File: config.mk
export PLATFORM = sky130hd
export DESIGN_NAME = serial_word_rx
export DESIGN_NICKNAME = d
export VERILOG_FILES = /design/src/uart_pkg.sv /design/src/word_pkg.sv /design/src/uart_rx.sv /design/src/sync_fifo.sv /design/src/word_assembler.sv /design/src/serial_word_rx.sv
export SDC_FILE = /design/constraint.sdc
export NUM_CORES = 1
export LEC_CHECK = 0
export BUFFER_PORTS_ARGS = -buffer_cell sky130_fd_sc_hd__buf_2
export CAP_MARGIN = 0
export CORE_MARGIN = 5
export CORE_UTILIZATION = 45
export CTS_CLUSTER_DIAMETER = 120
export DETAILED_ROUTE_END_ITERATION = 16
export SETUP_SLACK_MARGIN = 0.15
export SLEW_MARGIN = 20
export SYNTH_ARGS = -nofsm -noshare
export SYNTH_HDL_FRONTEND = slang
export SYNTH_SLANG_ARGS = --single-unit
File: constraint.sdc
create_clock -name clk -period 7.6 [get_ports clk]
set_input_delay 0.76 -clock clk [delete_from_list [all_inputs] [get_ports clk]]
set_output_delay 0.76 -clock clk [all_outputs]
set_load 0.005 [all_outputs]
File: src/uart_pkg.sv
package uart_pkg;

	// --------------------
	// Bit timing
	// --------------------
	localparam int CLKS_PER_BIT = 16;                   // Oversampling ratio, clocks per serial bit
	localparam int HALF_BIT     = CLKS_PER_BIT / 2;     // Start bit confirm point
	localparam int CNT_W        = $clog2(CLKS_PER_BIT); // Width of the in-bit clock counter

	// --------------------
	// Frame format
	// --------------------
	localparam int DATA_BITS = 8;                 // Data bits per frame, LSB first
	localparam int BIT_IDX_W = $clog2(DATA_BITS); // Data bit index width

	// Receiver FSM states
	typedef enum logic [1:0] {
		RX_IDLE,  // Line high, waiting for falling edge
		RX_START, // Confirming start bit at half period
		RX_DATA,  // Sampling data bits at mid-bit
		RX_STOP   // Sampling stop bit
	} rx_state_t;

	// One received byte plus its framing status
	typedef struct packed {
		logic                 frame_err; // Stop bit sampled low
		logic [DATA_BITS-1:0] data;      // Received data, bit 0 first on the line
	} rx_byte_t;

endpackage

File: src/word_pkg.sv
package word_pkg;

	// --------------------
	// Word geometry
	// --------------------
	localparam int BYTES_PER_WORD = 4; // Bytes packed into one word
	localparam int WORD_W = BYTES_PER_WORD * uart_pkg::DATA_BITS; // 32 bits
	localparam int LANE_W = $clog2(BYTES_PER_WORD); // Lane index width

	// --------------------
	// Buffering
	// --------------------
	localparam int BYTE_FIFO_DEPTH = 4; // Received bytes waiting for the assembler
	localparam int WORD_FIFO_DEPTH = 4; // Finished words waiting for the consumer

	// Assembled word, first byte in bits 7:0
	typedef logic [WORD_W-1:0] word_t;

	// Byte slot currently being filled
	typedef logic [LANE_W-1:0] lane_t;

endpackage

File: src/uart_rx.sv
`timescale 1ns/1ns

module uart_rx (
	input  logic               clk,
	input  logic               rst,
	input  logic               rx,       // Serial line, idle high
	output logic               byte_stb, // One cycle at mid stop bit
	output uart_pkg::rx_byte_t byte_out
);

	logic rx_meta; // First synchronizer stage
	logic rx_sync; // Safe to use in the FSM

	uart_pkg::rx_state_t               state;
	logic [uart_pkg::CNT_W-1:0]        clk_cnt;  // Clocks inside current bit
	logic [uart_pkg::BIT_IDX_W-1:0]    bit_idx;  // Data bit being sampled
	logic [uart_pkg::DATA_BITS-1:0]    shreg;    // Incoming data, shifted from the top
	logic                              stop_low; // Bad stop seen, waiting out the bit

	logic half_tick; // Half a bit period elapsed
	logic bit_tick;  // Full bit period elapsed

	assign half_tick = (clk_cnt == uart_pkg::CNT_W'(uart_pkg::HALF_BIT - 1));
	assign bit_tick  = (clk_cnt == uart_pkg::CNT_W'(uart_pkg::CLKS_PER_BIT - 1));

	// --------------------
	// Input synchronizer
	// --------------------
	always_ff @(posedge clk or posedge rst) begin
		if (rst) begin
			rx_meta <= 1'b1; // Line idles high
			rx_sync <= 1'b1;
		end else begin
			rx_meta <= rx;
			rx_sync <= rx_meta;
		end
	end

	// --------------------
	// Frame FSM
	// --------------------
	always_ff @(posedge clk or posedge rst) begin
		if (rst) begin
			state    <= uart_pkg::RX_IDLE;
			clk_cnt  <= '0;
			bit_idx  <= '0;
			stop_low <= 1'b0;
			byte_stb <= 1'b0;
		end else begin
			byte_stb <= 1'b0; // Strobe lasts a single cycle
			case (state)
				uart_pkg::RX_IDLE: begin
					clk_cnt <= '0;
					if (!rx_sync)
						state <= uart_pkg::RX_START; // Falling edge
				end
				uart_pkg::RX_START: begin
					if (half_tick) begin
						clk_cnt <= '0;
						bit_idx <= '0;
						// Line back high means a glitch, not a start bit
						state   <= rx_sync ? uart_pkg::RX_IDLE : uart_pkg::RX_DATA;
					end else begin
						clk_cnt <= clk_cnt + 1'b1;
					end
				end
				uart_pkg::RX_DATA: begin
					if (bit_tick) begin // Mid-bit sample point
						clk_cnt <= '0;
						if (bit_idx == uart_pkg::BIT_IDX_W'(uart_pkg::DATA_BITS - 1))
							state <= uart_pkg::RX_STOP;
						else
							bit_idx <= bit_idx + 1'b1;
					end else begin
						clk_cnt <= clk_cnt + 1'b1;
					end
				end
				uart_pkg::RX_STOP: begin
					if (stop_low) begin
						// Sit out the rest of a low stop bit so the next
						// start edge lines up again
						if (half_tick) begin
							stop_low <= 1'b0;
							state    <= uart_pkg::RX_IDLE;
						end else begin
							clk_cnt <= clk_cnt + 1'b1;
						end
					end else if (bit_tick) begin
						byte_stb <= 1'b1; // Byte goes out either way
						clk_cnt  <= '0;
						if (rx_sync)
							state <= uart_pkg::RX_IDLE;
						else
							stop_low <= 1'b1;
					end else begin
						clk_cnt <= clk_cnt + 1'b1;
					end
				end
				default: state <= uart_pkg::RX_IDLE;
			endcase
		end
	end

	// --------------------
	// Data path
	// --------------------
	always_ff @(posedge clk) begin
		if (state == uart_pkg::RX_DATA && bit_tick)
			shreg <= {rx_sync, shreg[uart_pkg::DATA_BITS-1:1]}; // LSB arrives first
		if (state == uart_pkg::RX_STOP && bit_tick && !stop_low) begin
			byte_out.data      <= shreg;
			byte_out.frame_err <= ~rx_sync; // Stop must be high
		end
	end

endmodule

File: src/sync_fifo.sv
`timescale 1ns/1ns

module sync_fifo #(
	parameter type payload_t = logic [7:0],
	parameter int  DEPTH     = 4 // Power of two
) (
	input  logic     clk,
	input  logic     rst,
	input  logic     push,
	input  payload_t push_data,
	input  logic     pop,
	output payload_t head,      // Oldest entry, valid with not_empty
	output logic     not_empty,
	output logic     full,
	output logic     overrun    // Sticky, push was refused
);

	payload_t mem [DEPTH];

	// Extra top bit tells full from empty
	logic [$clog2(DEPTH):0] wr_ptr;
	logic [$clog2(DEPTH):0] rd_ptr;

	logic do_push;
	logic do_pop;

	assign not_empty = (wr_ptr != rd_ptr);
	assign full      = (wr_ptr[$clog2(DEPTH)] != rd_ptr[$clog2(DEPTH)]) &&
	                   (wr_ptr[$clog2(DEPTH)-1:0] == rd_ptr[$clog2(DEPTH)-1:0]);

	assign do_push = push && !full;     // Full FIFO drops the write
	assign do_pop  = pop  && not_empty; // Empty pop does nothing

	assign head = mem[rd_ptr[$clog2(DEPTH)-1:0]];

	// --------------------
	// Pointers and status
	// --------------------
	always_ff @(posedge clk or posedge rst) begin
		if (rst) begin
			wr_ptr  <= '0;
			rd_ptr  <= '0;
			overrun <= 1'b0;
		end else begin
			if (do_push)
				wr_ptr <= wr_ptr + 1'b1;
			if (do_pop)
				rd_ptr <= rd_ptr + 1'b1;
			if (push && full)
				overrun <= 1'b1; // Held until reset
		end
	end

	// Storage
	always_ff @(posedge clk) begin
		if (do_push)
			mem[wr_ptr[$clog2(DEPTH)-1:0]] <= push_data;
	end

endmodule

File: src/word_assembler.sv
`timescale 1ns/1ns

module word_assembler (
	input  logic               clk,
	input  logic               rst,
	input  logic               byte_avail,  // Byte FIFO not empty
	input  uart_pkg::rx_byte_t byte_in,     // Byte FIFO head
	input  logic               word_room,   // Word FIFO not full
	output logic               byte_pop,
	output logic               word_push,
	output word_pkg::word_t    word_out,
	output logic               frame_error  // Partial word thrown away
);

	word_pkg::lane_t lane;     // Slot the next byte goes into
	word_pkg::word_t word_buf; // Bytes so far, newest at the top

	logic last_lane;
	logic bad_byte;

	// --------------------
	// Handshake
	// --------------------
	// Stall on a full word FIFO even mid-word, keeps things simple
	assign byte_pop  = byte_avail && word_room;
	assign bad_byte  = byte_in.frame_err;
	assign last_lane = (lane == word_pkg::lane_t'(word_pkg::BYTES_PER_WORD - 1));

	// Fourth byte pushes in the same edge it is popped
	assign word_push = byte_pop && !bad_byte && last_lane;

	// Earlier bytes already moved down, lane 0 ends in bits 7:0
	assign word_out = {byte_in.data,
	                   word_buf[word_pkg::WORD_W-1:uart_pkg::DATA_BITS]};

	// --------------------
	// Lane counter
	// --------------------
	always_ff @(posedge clk or posedge rst) begin
		if (rst) begin
			lane        <= '0;
			frame_error <= 1'b0;
		end else begin
			frame_error <= byte_pop && bad_byte; // One cycle per discard
			if (byte_pop) begin
				if (bad_byte || last_lane)
					lane <= '0; // Restart at byte 0
				else
					lane <= lane + 1'b1;
			end
		end
	end

	// Shift register
	always_ff @(posedge clk) begin
		if (byte_pop) begin
			if (bad_byte)
				word_buf <= '0; // Drop partial word, bad byte not kept
			else
				word_buf <= {byte_in.data,
				             word_buf[word_pkg::WORD_W-1:uart_pkg::DATA_BITS]};
		end
	end

endmodule

File: src/serial_word_rx.sv
`timescale 1ns/1ns

module serial_word_rx (
	input  logic            clk,
	input  logic            rst,
	input  logic            rx,          // Serial in, idle high
	input  logic            rd,          // Read strobe for out_word
	output logic            out_valid,   // Word waiting
	output word_pkg::word_t out_word,
	output logic            frame_error, // Pulse per discarded word
	output logic            overrun      // Sticky byte loss
);

	// --------------------
	// Byte path
	// --------------------
	logic               byte_stb;
	uart_pkg::rx_byte_t rx_byte;
	uart_pkg::rx_byte_t byte_head;
	logic               byte_avail;
	logic               byte_pop;

	// --------------------
	// Word path
	// --------------------
	logic            word_push;
	word_pkg::word_t word_in;
	logic            word_full;
	logic            word_room;

	assign word_room = !word_full;

	uart_rx u_rx (
		.clk      (clk),
		.rst      (rst),
		.rx       (rx),
		.byte_stb (byte_stb),
		.byte_out (rx_byte)
	);

	// Full is only acted on inside the FIFO, which refuses the write
	sync_fifo #(
		.payload_t (uart_pkg::rx_byte_t),
		.DEPTH     (word_pkg::BYTE_FIFO_DEPTH)
	) u_byte_fifo (
		.clk       (clk),
		.rst       (rst),
		.push      (byte_stb), // Strobe goes straight in
		.push_data (rx_byte),
		.pop       (byte_pop),
		.head      (byte_head),
		.not_empty (byte_avail),
		.full      (),
		.overrun   (overrun)
	);

	word_assembler u_asm (
		.clk         (clk),
		.rst         (rst),
		.byte_avail  (byte_avail),
		.byte_in     (byte_head),
		.word_room   (word_room),
		.byte_pop    (byte_pop),
		.word_push   (word_push),
		.word_out    (word_in),
		.frame_error (frame_error)
	);

	// Assembler never pushes when full, overrun unused here
	sync_fifo #(
		.payload_t (word_pkg::word_t),
		.DEPTH     (word_pkg::WORD_FIFO_DEPTH)
	) u_word_fifo (
		.clk       (clk),
		.rst       (rst),
		.push      (word_push),
		.push_data (word_in),
		.pop       (rd),
		.head      (out_word),
		.not_empty (out_valid),
		.full      (word_full),
		.overrun   ()
	);

endmodule

# == After elaboration in Yosys (flattened, before gate mapping) ==
# Memories as Yosys holds them, arrays and structs flattened.
# Cells that the tools add are included.
# totals
ram_bits,164
in_bits,4
out_inout_bits,35
regBits,78
n_memories,2
word_cells,104
# classes
n_eq_ne,22
bitwise,1
n_mux,31
addsub,7
reduce_logical,23
# memory_table
name,words,word_bits,rd,rd_clocked_by_memory_dff,wr,line,rtl
u_word_fifo.mem,4,32,1,0,1,sync_fifo.sv:18,payload_t mem [DEPTH];
u_byte_fifo.mem,4,9,1,0,1,sync_fifo.sv:18,
# op_table
op,n
2-to-1 mux 2 bit,10
2-to-1 mux 4 bit,4
one-hot mux 4 bit (4 select lines),1
"adder 3 x 1 -> 3 bit, second input constant",5
logical AND 1 bit,14
2-to-1 mux 1 bit,11
2-to-1 mux 3 bit,3
one-hot mux 2 bit (4 select lines),1
AND reduction 7 bit,1
"== test 2 bit, second input constant",3
"!= test 2 x 1 -> 1 bit, second input constant",3
"!= test 3 x 1 -> 1 bit, second input constant",2
!= test 3 bit,2
"!= test 3 bit, second input constant",2
one-hot mux 3 bit (2 select lines),1
"adder 4 x 1 -> 4 bit, second input constant",1
== test 2 bit,2
"== test 4 x 3 -> 1 bit, second input constant",1
"== test 4 bit, second input constant",1
logical NOT 1 bit,4
"!= test 2 bit, second input constant",2
AND reduction 4 bit,1
"== test 3 bit, second input constant",1
"adder 2 x 1 -> 2 bit, second input constant",1
other kinds (6),7

# == Logic depth before layout (Yosys ltp) ==
# logic_depth
depth_word,9
ltp_mapped,6

# == By module ==
# From an unflattened synthesis, not the netlist that was laid out.
# hier_totals
cells_unflattened,479
hier_area_um2,9323.9
# by_module_without_submodules
module,area_per_inst_um2,seq_area_each_um2,cells_each,n_inst
sync_fifo at u_word_fifo,5134.9,4018.9,218,1
sync_fifo at u_byte_fifo,1823.0,1256.2,98,1
uart_rx,1241.2,838.3,90,1
word_assembler,1121.1,795.8,72,1
serial_word_rx,3.8,0.0,1,1

# == Worst setup path before layout ==
# Ideal clock, no wire load.
# synth_timing
path_type,flip-flop to flip-flop
from,register u_byte_fifo.rd_ptr[1]
to,memory u_word_fifo.mem[0][0] (netlist name) (enable)
arrival_ns,2.520
stages_incl_launch_ff,5
setup_ns,0.421
setup_slack_ns,4.658
t_required_ns,7.179
cell_sequence,dfrtp_1 -> buf_6 -> mux4_2 -> nand4b_4 -> nor2_1
# synth_via
elab_chain_cells,7
elab_cells_between_ends,9
# synth_rtl
element,line,rtl
"start, declared",sync_fifo.sv:22,logic [$clog2(DEPTH):0] rd_ptr;
"start signal, assigned",sync_fifo.sv:48,rd_ptr <= rd_ptr + 1'b1;
memory (4 x 9 bit) or != test 3 bit (tied branches),-,
logical NOT 1 bit or logical AND 1 bit (tied branches),"word_assembler.sv:30, word_assembler.sv:25",
logical AND 1 bit (*) (2 in a row),word_assembler.sv:30,assign word_push = byte_pop && !bad_byte && last_lane;
logical AND 1 bit (*),sync_fifo.sv:31,assign do_push = push && !full;
2-to-1 mux 1 bit (*),sync_fifo.sv:56,if (do_push)
2-to-1 mux 1 bit (implied by the code) (*),sync_fifo.sv:57,mem[wr_ptr[$clog2(DEPTH)-1:0]] <= push_data;
"end, declared",sync_fifo.sv:18,
# Mark *: on every way between the ends. The rest lies on a longest branch, timed or not.

# == Worst setup path in the final report ==
# layout_timing
from,register u_byte_fifo.rd_ptr[0]
to,memory u_word_fifo.mem[1][0] (netlist name) (enable)
# The elaborated chain is that of the path after synthesis.

==> results.yml <==
sta:
  fin_ws_ps: 4300
  finalSetupViolCount: 0
  fin_tns_setup_ps: 0
  slew_headroom_pct: 52.3
  fmax_mhz: 303
  slew_violations: 0
  timing.final.crit_share_pct: 43.4
  hold_violations: 0
  whs_ps: 316
  worst_pin_slew_ps: 715
  period_needed_ps: 3300
  rsz0062_at_grt: "false"
  skew_ps: 15.6
logic_synthesis:
  yosys-top-cells-count: "edfxtp_1 (205), mux4_2 (33), dfrtp_1 (27), nor2b_1 (26), ha_1 (14)"
  syn_nets: 461
  synth-compound-area-share_pct: 2.37
  synth_edf_count: 205
  synth.most_common_cell: "edfxtp_1"
  synth.top_cell.area_share_pct: 67.8
  yosysSeqAreaShare_pct: 75.8
  syn_avg_cell_area_um2: 20.5
  synth_top_area_cell: "edfxtp_1"
  synth_top_family_by_area: "multiplexers"
  syn_inst: 443
  synth_xor_area_share_pct: 1.94
  yosys-top-cells-area: "edfxtp_1 (68%), mux4_2 (8.2%), dfrtp_1 (7.4%), mux4_1 (2.3%), ha_1 (1.9%)"
  ys_async_sr_fraction_pct: 12.4
  synthMuxAreaShare_pct: 11.4
  yosys_warnings: 0
  synth-simple-area-share_pct: 4.73
  synthAdderAreaFrac_pct: 1.93
  ys_seq_elements: 234
  synth_cell_type_count: 49
  ys.flop_type: "edfxtp_1"
  syn-cell-area_um2: 9080
finish:
  layout-drive-gt1-share_pct: 26.5
  nets: 513
  final_util_pct: 51.5
  fill_cells: 1632
  multi_input_area_um2: 2030
  fin_cells: 783
  register_area_um2: 6890
  area_delta_synth_final_pct: 13.6
  diodes: 0
  design_area_um2: 10300
critical_path:
  crit_cells: 4
  arrival_ps: 3480
  critical_path_class: "reg -> reg"
  slowest_stage: "mux4_2"
  path_max_fanout: 29
  startpoint_type: "flip-flop"
  path_cells: "mux4_2 > nand4b_4 > nor2_2 > buf_4"
  cp.required_ps: 7780
  cp_top_family: "multiplexers"
  critPathBufInv: 1
  rr_worst_depth: 4
  endpoint_kind: "flip-flop"
  slowest_delay_ps: 870
clocking:
  clock_sinks: 234
  clockBufferDepth: 3
  cts.clk_slew.worst_paths_ps: 60
  htreeDepth: 1
  insertion_delay_ps: 520
  cts_made_buffers: 24
  cts_tree: "built"
  post-cts-setup-buffer-count: 0
  ctsResizeCount: 0
  ctsHoldBuffers: 0
  cts-root-buf: "clkbuf_16"
place:
  hpwl_mm: 9.09
  place_area_um2: 9550
  io_buffers: 38
  dp.cells: 739
  dp_slack_ps: 4220
  routabilityCongestion: 0.749
floorplanning:
  rows: 52
  start_util_pct: 45.3
  die_x_um: 152
  die_y_um: 152
  die-area_um2: 23100
  io_pins: 39
  fp.coreArea_um2: 20000
power_and_ir_drop:
  p_sw_mw: 1.10
  seq_power_share_pct: 48.0
  p_leak_nw: 3.62
  finalPower_mw: 3.88
  irDropWorstVdd_mv: 0.184
  powerDensity_nw_per_um2: 376
  netSwitchingFraction_pct: 28.3
  clkPwrFrac_pct: 29.0
  combPwrFrac_pct: 23.0
  internal_power_mw: 2.78
route:
  vias: 3996
  drt_iter0_drc: 181
  ant_nets: 0
  firstDrtPassIters: 4
  vias_per_cell: 5.10
  wl_per_cell_um: 18.8
  drc: 0
  wl_mm: 14.7
grt:
  grt_max_degree: 35
  grt_pass1_wl_mm: 24.1
  grt_util_met2_pct: 22.3
  met1_usage_pct: 16.7
  antenna_found_initial: 0
  top_usage_layer: "met2"
  met3_usage_pct: 3.01
  grt_overflow: 0
  grt_use_total_pct: 13.0
  grt_pass1_vias: 4299
run:
  maxCapViolCount: 0
worst_hold_path:
  hold_path_class: "in -> async"
status:
  outcome: "complete, no violations"
## power by group through the flow
stage	Clock, mW	Sequential, mW	Combinational (mW)
floorplan	0	1.78	0.755
global placement	0	1.88	0.902
detailed placement	0	1.89	0.921
CTS	1.16	1.87	0.920
global route	1.22	1.89	0.990
finish	1.13	1.86	0.892
## final timing paths
kind                                       start                    end  slack, ps
min in group clk                              rx           u_rx.rx_meta        360
max                        u_byte_fifo.rd_ptr[0]  u_word_fifo.mem[1][0]       4300
max in group asynchronous                    rst           u_rx.rx_sync       6950
min                                          rst      u_asm.frame_error        320
min reg2reg                         u_rx.rx_meta           u_rx.rx_sync        360
max reg2reg                u_byte_fifo.rd_ptr[0]  u_word_fifo.mem[1][0]       4300
## cell families after synthesis
group                      after synthesis
xor gates and xnor gates                15
AOI/OAI and AO/OA                       30
DFF                                    234
buffers and inverters                   31
muxes                                   47
adders and majority gates               14
and+or+nand+nor                         72
## cells in the final DEF (no fill, tap or decap), drive strengths merged, types with 3 or more instances in the layout
cell type	n
a21oi	8
and2	7
buf	45
clkbuf	31
clkinv	8
clkinvlp	3
dfrtp	27
edfxtp	205
ha	14
inv	12
mux2	5
mux4	41
nand2	10
nand3	5
nor2	13
nor2b	26
nor3	3
o21ai	5
xnor2	10
xor2	5
## layer usage
metal / vias to the layer above / wire length [um]
met5: - / 0
met4: 0 / 400
met3: 29 / 558
met2: 66 / 7520
met1: 2050 / 6240
li1: 1851 / -
## flip-flops by register name, summed over array words and instances, names as in the netlist, named ones only
register,flops
u_rx.bit_idx,3
u_word_fifo.mem,128
u_byte_fifo.wr_ptr,3
u_asm.word_buf,24
u_rx.clk_cnt,4
u_rx.byte_stb,1
u_word_fifo.rd_ptr,3
u_word_fifo.wr_ptr,3
u_rx.byte_out,9
u_byte_fifo.rd_ptr,3
u_rx.shreg,8
u_rx.state,1
u_rx.rx_meta,1
u_asm.lane,2
u_byte_fifo.overrun,1
u_rx.stop_low,1
u_byte_fifo.mem,36
u_asm.frame_error,1
u_rx.rx_sync,1
## layout make-up
cell class	instances	share of cell area [%]
inverter	12	0.437
timing repair buffer	45	2.35
sequential	234	66.7
tap	270	3.27
clock inverter	13	1.30
clock buffer	31	6.17
multi-input combinational	178	19.7
## worst min-delay path: stages
cell	delay, ps
buf_2	100
inv_1	40
buf_4	350
(Power assumes the default switching activity.)
